$ cat src/realtime_settings.svh
/* build-time parameters of the sample path
   sample width, samples per beat, channel count, capture depth */

`ifndef REALTIME_SETTINGS_SVH
`define REALTIME_SETTINGS_SVH

// bits per signed sample
`define SAMPLE_WIDTH 16

// samples delivered per channel on each beat, element 0 oldest
`define PARALLEL_SAMPLES 2

// independent channels on the bus
`define CHANNELS 4

// beats stored per channel between start and stop
`define BUFFER_DEPTH 32

`endif

$ cat src/realtime_pkg.sv
/* shared types: sample, channel beat, multichannel bus,
   readout header, readout word union and readout beat */

`default_nettype none
`include "realtime_settings.svh"

package realtime_pkg;

  localparam int BEAT_WIDTH = `SAMPLE_WIDTH * `PARALLEL_SAMPLES;
  localparam int CHANNEL_BITS = (`CHANNELS > 1) ? $clog2(`CHANNELS) : 1;
  localparam int HEADER_PAD = BEAT_WIDTH - 24; // header uses 8 + 16 bits

  typedef logic signed [`SAMPLE_WIDTH-1:0] sample_t;

  // element 0 is the oldest sample of the beat
  typedef sample_t [`PARALLEL_SAMPLES-1:0] channel_beat_t;

  // wide enough to hold BUFFER_DEPTH itself
  typedef logic [$clog2(`BUFFER_DEPTH+1)-1:0] count_t;

  typedef struct packed {
    logic [`CHANNELS-1:0]          valid; // one strobe per channel
    channel_beat_t [`CHANNELS-1:0] data;
  } realtime_bus_t;

  typedef struct packed {
    logic [HEADER_PAD-1:0] pad;     // always zero
    logic [7:0]            channel;
    logic [15:0]           count;   // stored words that follow
  } readout_header_t;

  // a readout word is either a header or one stored beat
  typedef union packed {
    channel_beat_t   samples;
    readout_header_t header;
  } readout_word_u;

  typedef struct packed {
    logic          valid;
    logic          header; // word holds the header view
    logic          last;   // final beat of the final channel
    readout_word_u word;
  } readout_beat_t;

endpackage

`default_nettype wire

$ cat src/realtime_differentiator.sv
/* multichannel first-order differentiator
   difference against the previous sample, halved by truncation */

`default_nettype none
`include "realtime_settings.svh"

module realtime_differentiator import realtime_pkg::*; (
  input  logic          clk,
  input  logic          reset,
  input  realtime_bus_t in_bus,
  output realtime_bus_t out_bus
);

  // every stage of a channel moves only when that channel's valid is high
  channel_beat_t [`CHANNELS-1:0] in_reg;     // stage 1, accepted beat
  sample_t [`CHANNELS-1:0]       prev_last;  // last sample of the beat before in_reg
  channel_beat_t [`CHANNELS-1:0] pred;       // predecessor of each sample in in_reg
  logic [`CHANNELS-1:0][`PARALLEL_SAMPLES-1:0][`SAMPLE_WIDTH:0] diff_full; // stage 2
  channel_beat_t [`CHANNELS-1:0] diff_half;  // stage 3
  channel_beat_t [`CHANNELS-1:0] out_data;   // stage 4
  logic [`CHANNELS-1:0][2:0]     valid_hist; // fill level of the pipeline
  logic [`CHANNELS-1:0]          out_valid;

  // sample 0 reaches back into the previous beat, the rest look one slot down
  always_comb begin
    for (int ch = 0; ch < `CHANNELS; ch++) begin
      pred[ch][0] = prev_last[ch];
      for (int s = 1; s < `PARALLEL_SAMPLES; s++) begin
        pred[ch][s] = in_reg[ch][s-1];
      end
    end
  end

  // control and input stage; prev_last has to start at zero
  always_ff @(posedge clk) begin
    if (reset) begin
      in_reg     <= '0;
      prev_last  <= '0;
      valid_hist <= '0;
      out_valid  <= '0;
    end else begin
      for (int ch = 0; ch < `CHANNELS; ch++) begin
        out_valid[ch] <= in_bus.valid[ch] & valid_hist[ch][2]; // pulse per accepted beat
        if (in_bus.valid[ch]) begin
          in_reg[ch]     <= in_bus.data[ch];
          prev_last[ch]  <= in_reg[ch][`PARALLEL_SAMPLES-1];
          valid_hist[ch] <= {valid_hist[ch][1:0], 1'b1};
        end
      end
    end
  end

  // arithmetic stages
  always_ff @(posedge clk) begin
    for (int ch = 0; ch < `CHANNELS; ch++) begin
      if (in_bus.valid[ch]) begin
        for (int s = 0; s < `PARALLEL_SAMPLES; s++) begin
          // sign extend both operands so the difference never wraps
          diff_full[ch][s] <= {in_reg[ch][s][`SAMPLE_WIDTH-1], in_reg[ch][s]}
                            - {pred[ch][s][`SAMPLE_WIDTH-1], pred[ch][s]};
          diff_half[ch][s] <= diff_full[ch][s][`SAMPLE_WIDTH:1]; // floor of diff / 2
        end
        out_data[ch] <= diff_half[ch];
      end
    end
  end

  assign out_bus.valid = out_valid;
  assign out_bus.data  = out_data;

endmodule

`default_nettype wire

$ cat src/sample_capture_buffer.sv
/* per-channel capture memory for differentiated beats
   start and stop control, saturating word counts, registered read port */

`default_nettype none
`include "realtime_settings.svh"

module sample_capture_buffer import realtime_pkg::*; (
  input  logic                    clk,
  input  logic                    reset,
  input  logic                    capture_start,
  input  logic                    capture_stop,
  input  logic                    readout_busy,
  input  realtime_bus_t           diff_bus,
  input  logic                    rd_en,
  input  logic [CHANNEL_BITS-1:0] rd_channel,
  input  count_t                  rd_addr,
  output channel_beat_t           rd_data,
  output count_t [`CHANNELS-1:0]  word_count,
  output logic                    capturing
);

  localparam int ADDR_BITS = $clog2(`BUFFER_DEPTH);

  // one region of BUFFER_DEPTH beats per channel
  channel_beat_t mem [`CHANNELS][`BUFFER_DEPTH];

  logic [`CHANNELS-1:0] full;   // region has no free slot left
  logic [`CHANNELS-1:0] wr_en;  // store this cycle's beat
  logic                 start_ok;

  // a start pulse during readout would wipe the counts being read
  assign start_ok = capture_start & ~readout_busy;

  always_comb begin
    for (int ch = 0; ch < `CHANNELS; ch++) begin
      full[ch] = (word_count[ch] >= count_t'(`BUFFER_DEPTH));
      // capturing is the registered window, so the stop cycle still stores
      wr_en[ch] = capturing & ~readout_busy & diff_bus.valid[ch] & ~full[ch];
    end
  end

  // capture window
  always_ff @(posedge clk) begin
    if (reset) begin
      capturing <= 1'b0;
    end else if (start_ok) begin
      capturing <= 1'b1;
    end else if (capture_stop) begin
      capturing <= 1'b0;
    end
  end

  // write pointer per channel, doubles as its word count
  always_ff @(posedge clk) begin
    if (reset) begin
      word_count <= '0;
    end else if (start_ok) begin
      word_count <= '0; // fresh capture, old contents are dropped
    end else begin
      for (int ch = 0; ch < `CHANNELS; ch++) begin
        if (wr_en[ch]) begin
          word_count[ch] <= word_count[ch] + count_t'(1); // stops at BUFFER_DEPTH
        end
      end
    end
  end

  // storage writes, one port per channel region
  always_ff @(posedge clk) begin
    for (int ch = 0; ch < `CHANNELS; ch++) begin
      if (wr_en[ch]) begin
        mem[ch][word_count[ch][ADDR_BITS-1:0]] <= diff_bus.data[ch];
      end
    end
  end

  // single read port, data one cycle after rd_en
  always_ff @(posedge clk) begin
    if (rd_en) begin
      rd_data <= mem[rd_channel][rd_addr[ADDR_BITS-1:0]];
    end
  end

endmodule

`default_nettype wire

$ cat src/buffer_readout.sv
/* readout sequencer for the capture buffer
   walks the channels in order, emitting a header and then the stored beats */

`default_nettype none
`include "realtime_settings.svh"

module buffer_readout import realtime_pkg::*; (
  input  logic                    clk,
  input  logic                    reset,
  input  logic                    readout_start,
  input  count_t [`CHANNELS-1:0]  word_count,
  input  channel_beat_t           rd_data,
  output logic                    rd_en,
  output logic [CHANNEL_BITS-1:0] rd_channel,
  output count_t                  rd_addr,
  output logic                    readout_busy,
  output readout_beat_t           readout
);

  typedef enum logic [1:0] {IDLE, HEADER, DATA} state_t;

  state_t                  state;
  logic [CHANNEL_BITS-1:0] chan;      // channel being read out
  count_t                  addr;      // next word within the channel
  count_t [`CHANNELS-1:0]  counts;    // snapshot taken at readout_start
  count_t                  cur_count;
  logic                    final_chan;
  logic                    chan_done; // this issue slot ends the channel

  // one cycle behind the issue slot, lined up with rd_data
  logic                    d_valid;
  logic                    d_header;
  logic                    d_last;
  logic [CHANNEL_BITS-1:0] d_channel;
  count_t                  d_count;

  assign cur_count  = counts[chan];
  assign final_chan = (chan == CHANNEL_BITS'(`CHANNELS - 1));
  assign chan_done  = ((state == HEADER) && (cur_count == '0))
                    | ((state == DATA) && (addr == cur_count - count_t'(1)));

  assign rd_en        = (state == DATA);
  assign rd_channel   = chan;
  assign rd_addr      = addr;
  assign readout_busy = (state != IDLE) | d_valid; // held until the last beat leaves

  always_ff @(posedge clk) begin
    if (reset) begin
      state <= IDLE;
      chan  <= '0;
      addr  <= '0;
    end else begin
      case (state)
        IDLE: if (readout_start) begin
          counts <= word_count;
          chan   <= '0;
          state  <= HEADER;
        end
        HEADER, DATA: begin
          addr <= (state == HEADER) ? '0 : addr + count_t'(1);
          if (chan_done) begin
            chan  <= chan + 1'b1;
            state <= final_chan ? IDLE : HEADER;
          end else begin
            state <= DATA;
          end
        end
        default: state <= IDLE;
      endcase
    end
  end

  always_ff @(posedge clk) begin
    if (reset) begin
      d_valid  <= 1'b0;
      d_header <= 1'b0;
      d_last   <= 1'b0;
    end else begin
      d_valid  <= (state != IDLE);
      d_header <= (state == HEADER);
      d_last   <= chan_done & final_chan;
    end
    d_channel <= chan;
    d_count   <= cur_count;
  end

  // header view built locally, sample view straight from the buffer
  always_comb begin
    readout        = '0;
    readout.valid  = d_valid;
    readout.header = d_header;
    readout.last   = d_last;
    if (d_header) begin
      readout.word.header.pad     = '0;
      readout.word.header.channel = 8'(d_channel);
      readout.word.header.count   = 16'(d_count);
    end else begin
      readout.word.samples = rd_data;
    end
  end

endmodule

`default_nettype wire

$ cat src/differentiator_capture_top.sv
/* top level of the sample path
   differentiator into capture buffer, buffer read out by the sequencer */

`default_nettype none
`include "realtime_settings.svh"

module differentiator_capture_top import realtime_pkg::*; (
  input  logic          clk,
  input  logic          reset,
  input  logic          capture_start,
  input  logic          capture_stop,
  input  logic          readout_start,
  input  realtime_bus_t in_bus,
  output realtime_bus_t diff_bus,       // differentiator output, also observable
  output logic          capturing,
  output logic          readout_busy,
  output readout_beat_t readout
);

  // buffer read port
  logic                    rd_en;
  logic [CHANNEL_BITS-1:0] rd_channel;
  count_t                  rd_addr;
  channel_beat_t           rd_data;
  count_t [`CHANNELS-1:0]  word_count;

  realtime_differentiator realtime_differentiator_i (
    .clk     (clk),
    .reset   (reset),
    .in_bus  (in_bus),
    .out_bus (diff_bus)
  );

  sample_capture_buffer sample_capture_buffer_i (
    .clk           (clk),
    .reset         (reset),
    .capture_start (capture_start),
    .capture_stop  (capture_stop),
    .readout_busy  (readout_busy),  // blocks start and writes during readout
    .diff_bus      (diff_bus),
    .rd_en         (rd_en),
    .rd_channel    (rd_channel),
    .rd_addr       (rd_addr),
    .rd_data       (rd_data),
    .word_count    (word_count),
    .capturing     (capturing)
  );

  buffer_readout buffer_readout_i (
    .clk           (clk),
    .reset         (reset),
    .readout_start (readout_start),
    .word_count    (word_count),
    .rd_data       (rd_data),
    .rd_en         (rd_en),
    .rd_channel    (rd_channel),
    .rd_addr       (rd_addr),
    .readout_busy  (readout_busy),
    .readout       (readout)
  );

endmodule

`default_nettype wire

$ cat config.mk
export PLATFORM = sky130hd
export DESIGN_NAME = differentiator_capture_top
export DESIGN_NICKNAME = d
export VERILOG_FILES = /design/src/realtime_pkg.sv /design/src/realtime_differentiator.sv /design/src/sample_capture_buffer.sv /design/src/buffer_readout.sv /design/src/differentiator_capture_top.sv
export VERILOG_INCLUDE_DIRS = /design/src
export SDC_FILE = /design/constraint.sdc
export NUM_CORES = 2
export LEC_CHECK = 0
export BUFFER_PORTS_ARGS = -buffer_cell sky130_fd_sc_hd__buf_2
export CELL_PAD_IN_SITES_DETAIL_PLACEMENT = 0
export CELL_PAD_IN_SITES_GLOBAL_PLACEMENT = 1
export CORE_MARGIN = 10
export CORE_UTILIZATION = 25
export CTS_CLUSTER_SIZE = 16
export DETAILED_ROUTE_END_ITERATION = 7
export MAX_ROUTING_LAYER = met4
export PLACE_DENSITY = 0.46
export RECOVER_POWER = 25
export SLEW_MARGIN = 30
export SYNTH_ARGS = -nofsm -noshare
export SYNTH_HDL_FRONTEND = slang
export SYNTH_SLANG_ARGS = --single-unit
$ cat constraint.sdc
create_clock -name clk -period 5.65 [get_ports clk]
set_input_delay 0.8475 -clock clk [delete_from_list [all_inputs] [get_ports clk]]
set_output_delay 0.8475 -clock clk [all_outputs]
set_load 0.02 [all_outputs]
==> summary.md <==
| Metric | Value |
|---|---|
| Post-DP HPWL | 481300 um |
| CP delay by family, top | buffers and inverters |
| Vias per cell | around 5.0 |
| Minimum clock period | between 4 and 5 ns |
| Routed wl met3 | roughly 69000 um |
| RSZ-0062 raised after global routing | no |
| Worst Tran Pin Value | about 3.7 ns |
| Syn_area_per_cell | around 22 um2 |
| Nets@finish | 9730 |
| Chip height | around 900 um |
| Clk Latency, worst-skew pair | 1.11 ns |
| Post-CTS setup buffers | 0 |
| Seq pwr share | 43.8% |
| Highest routed layer | met4 |
| Clock Power Share | ~36% |
| Period utilization | roughly 86% |
| Initial antenna violation count | about 140 |
| Top cells by count, synth | edfxtp_1 (4536), mux4_2 (1345), nor2_1 (453) |
| Crit path max fanout | 33 |
| Startpoint types | register |
| Sequential area share after synthesis | 76.44% |
| CP Buf/Inv Count | 2 |
| Fillers | 71070 |
| GRT overflow | 0 |
| Clk sinks | ~4800 |
| Reg2reg end | sample_capture_buffer_i.rd_data[17] |
| Share of cells above drive strength 1 | between 30% and 40% |
| Sw Share | between 20% and 30% |
| Die area | 774400 um2 |
| Vias | roughly 99000 |
| Total wire length | 768300 um |
| Die W | approximately 880 um |
| H-tree levels | 6 |
| Wire per inst | about 39 um |
| Clock-pin slew on the worst setup and hold paths | roughly 0.060 ns |
| # resized after CTS | 0 |
| First-pass GRT wire length | approximately 1000000 um |
| Critical path cell sequence | clkbuf_1, buf_2 |
| Largest net degree at the start of global routing | between 100 and 150 |
| CTS root buf | clkbuf_16 |
| Fmax | just over 0.2 GHz |
| Synth Net Count | about 8600 |
| Worst EP arrival | a little over 4 ns |
| # DRC | 0 |
| Area growth syn-to-layout | 19.93% |
| Final Max Tran Viols | approximately 1800 |
| Yosys synthesis warning count | 0 |
| Worst setup endpoint | diff_bus[27] |
| Yosys cell types | 60 |
| Critical Path Max Stage Delay | about 2.1 ns |
| Synth area leaders | edfxtp_1 (74%), mux4_2 (16%), dfxtp_1 (2.8%), mux2i_1 (1.2%), ha_1 (0.97%) |
| Top_reg_cell synth | edfxtp_1 |
| Port Buffer Count | between 300 and 400 |
| Cell taking the most area after synthesis | edfxtp_1 |
| Status | finished, violations left |
| ANT nets after route | 0 |
| Leakage Power | 68.09 nW |
| Final setup skew | between 0.06 and 0.07 ns |
| Initial Util | about a quarter |
| Largest register FFs | 4096 |
| Critical path type | register to primary output |
| Combinational power share | between 20% and 30% |
| 1st-iter DRT viols | around 15000 |
| Non-filler instance count after layout | a little under 20000 |
| NetSw | roughly 26 mW |
| Vias in the first global route | 99390 |
| Final TNS setup | 0 ns |
| Mapped cell area | 184900 um2 |
| Maximum clock path buffer count | 4 |
| Hold Vio Cnt, Final | 0 |
| TritonCTS buffer count | around 530 |
| Pint | approximately 68 mW |
| Most common cell in the netlist | edfxtp_1 |
| RePlAce Congestion | ~0.85 |
| Worst Hold Path Cells | 3 |
| Cells on worst reg2reg path | 7 |
| Worst vdd ir | ~320 uV |
| EDFF count, synth | ~4500 |
| Num ports | ~310 |
| HP Class | input port to register |
| Slew Limit Headroom | -144.8% |
| Top-area cell type share of the netlist area | 73.67% |
| Power per Cell Area | roughly 420 nW/um2 |
| Standard cell core area | 736600 um2 |
| Met2 routed WL | approximately 350000 um |
| WP depth | 2 |
| CP required | between 4 and 5 ns |
| First drt pass iteration count | 7 |
| Maxcap violations | 70 |
| Cells after DPL | approximately 19000 |
| M1 WL | around 320000 um |
| CTS tree | done |
| Critical path launch point | realtime_differentiator_i.out_bus[27] |
| R2R Setup Slk | approximately 1.5 ns |
| Yosys reg bits | 4792 |
| Setup violations, final | 0 |
| Final core area utilization | between 30% and 40% |
| CP endpoint kind | primary output |
| Cells after synthesis | around 8300 |
| CP max-delay cell | clkbuf_1 |
| All-Layer GR Usage | 19.82% |
| Ys async rst share | 0% |
| Num rows | 315 |
| Failing checks | capacitance limit, slew limit |
[per-layer routing]
metal | vias to the layer above | GRT usage, %
met1 | 55170 | 26.42
met5 | - | -
met2 | 5496 | 30.27
met3 | 1008 | 4.530
met4 | 0 | 5.762
li1 | 37150 | -
[worst min-delay path by stage]
stage,from,to
3_3_place_gp,realtime_differentiator_i.diff_half[91],realtime_differentiator_i.out_bus[91]
3_5_place_dp,realtime_differentiator_i.diff_full[48],realtime_differentiator_i.diff_half[45]
4_1_cts,readout_start,buffer_readout_i.state[0]
6_report,readout_start,buffer_readout_i.state[0]
2_1_floorplan,buffer_readout_i.rd_channel[1],buffer_readout_i.d_channel[1]
5_1_grt,readout_start,buffer_readout_i.state[0]
[per-stage QoR]
step	area (um2)	setup WS (ns)	hold WS (ns)	total power, mW
final	221700	0.7716	0.1008	93.39
after global placement	203600	1.352	0.4030	60.49
after global routing	221700	0.7119	0.05958	96.52
after CTS	221800	1.495	0.007516	94.37
after detailed placement	204000	1.519	0.4045	60.62
after floorplan	184900	0.8932	0.3530	52.97
[area by class of cell]
| class | instances | area [um2] | area share, % |
|---|---|---|---|
| Sequential cell | 4792 | 141400 | 63.75 |
| Multi-Input combinational cell | 2951 | 42280 | 19.06 |
| Clock buffer | 669 | 14230 | 6.417 |
| Tap cell | 9827 | 12300 | 5.545 |
| Timing Repair Buffer | 980 | 8292 | 3.739 |
| Clock inverter | 261 | 2271 | 1.024 |
| Inverter | 185 | 694.4 | 0.3132 |
| Antenna cell | 131 | 327.8 | 0.1478 |
[logic make-up (layout without fill, tap and decap cells)]
logic type,Yosys count,in the layout,share of synthesized area (%)
muxes,1599,1599,17.78
xor gates and xnor gates,116,116,0.5495
adders and majority gates,151,151,1.054
other,0,131,0
buffers and inverters,563,2095,1.215
and+or+nand+nor,822,822,2.008
DFF,4792,4792,76.44
AOI/OAI and AO/OA,263,263,0.9501
[worst reg2reg max path, stage by stage, from the launching register on]
cell	delay (ns)
dfxtp_4	0.85
buf_12	0.41
buf_12	0.36
buf_12	0.34
mux4_2	0.57
mux4_2	0.50
mux4_2	0.55
mux2_2	0.29
[power groups by stage]
stage | Clock [mW] | Sequential [mW] | Combinational (mW)
final | 33.8 | 40.9 | 18.7
after detailed placement | 0 | 41.7 | 18.9
after CTS | 34.4 | 40.9 | 19.0
after floorplan | 0 | 41.3 | 11.7
after global routing | 35.9 | 41.0 | 19.7
after global placement | 0 | 41.8 | 18.6
[cells in the final DEF (no fill, tap or decap), drive strengths merged, types with 13 or more instances in the layout]
cell / count
nor2b: 51
diode: 131
o211ai: 13
bufinv: 28
ha: 143
xnor2: 78
clkinv: 189
o21a: 14
dfxtp: 256
buf: 767
mux2: 39
inv: 218
nand3: 51
nand3b: 14
or3: 24
nor3: 36
nand2: 99
mux2i: 215
edfxtp: 4536
o21ai: 40
o31ai: 16
mux4: 1345
or2: 17
and3: 15
a211oi: 20
clkbuf: 754
a21oi: 73
xor2: 38
dlygate4sd3: 128
nor2: 453
[timing repair]
action,CTS,global route
hold endpoints to repair,128,0
setup endpoints to repair,0,0
hold buffers,128,0
No activity file was read; power rests on OpenSTA's default activity.
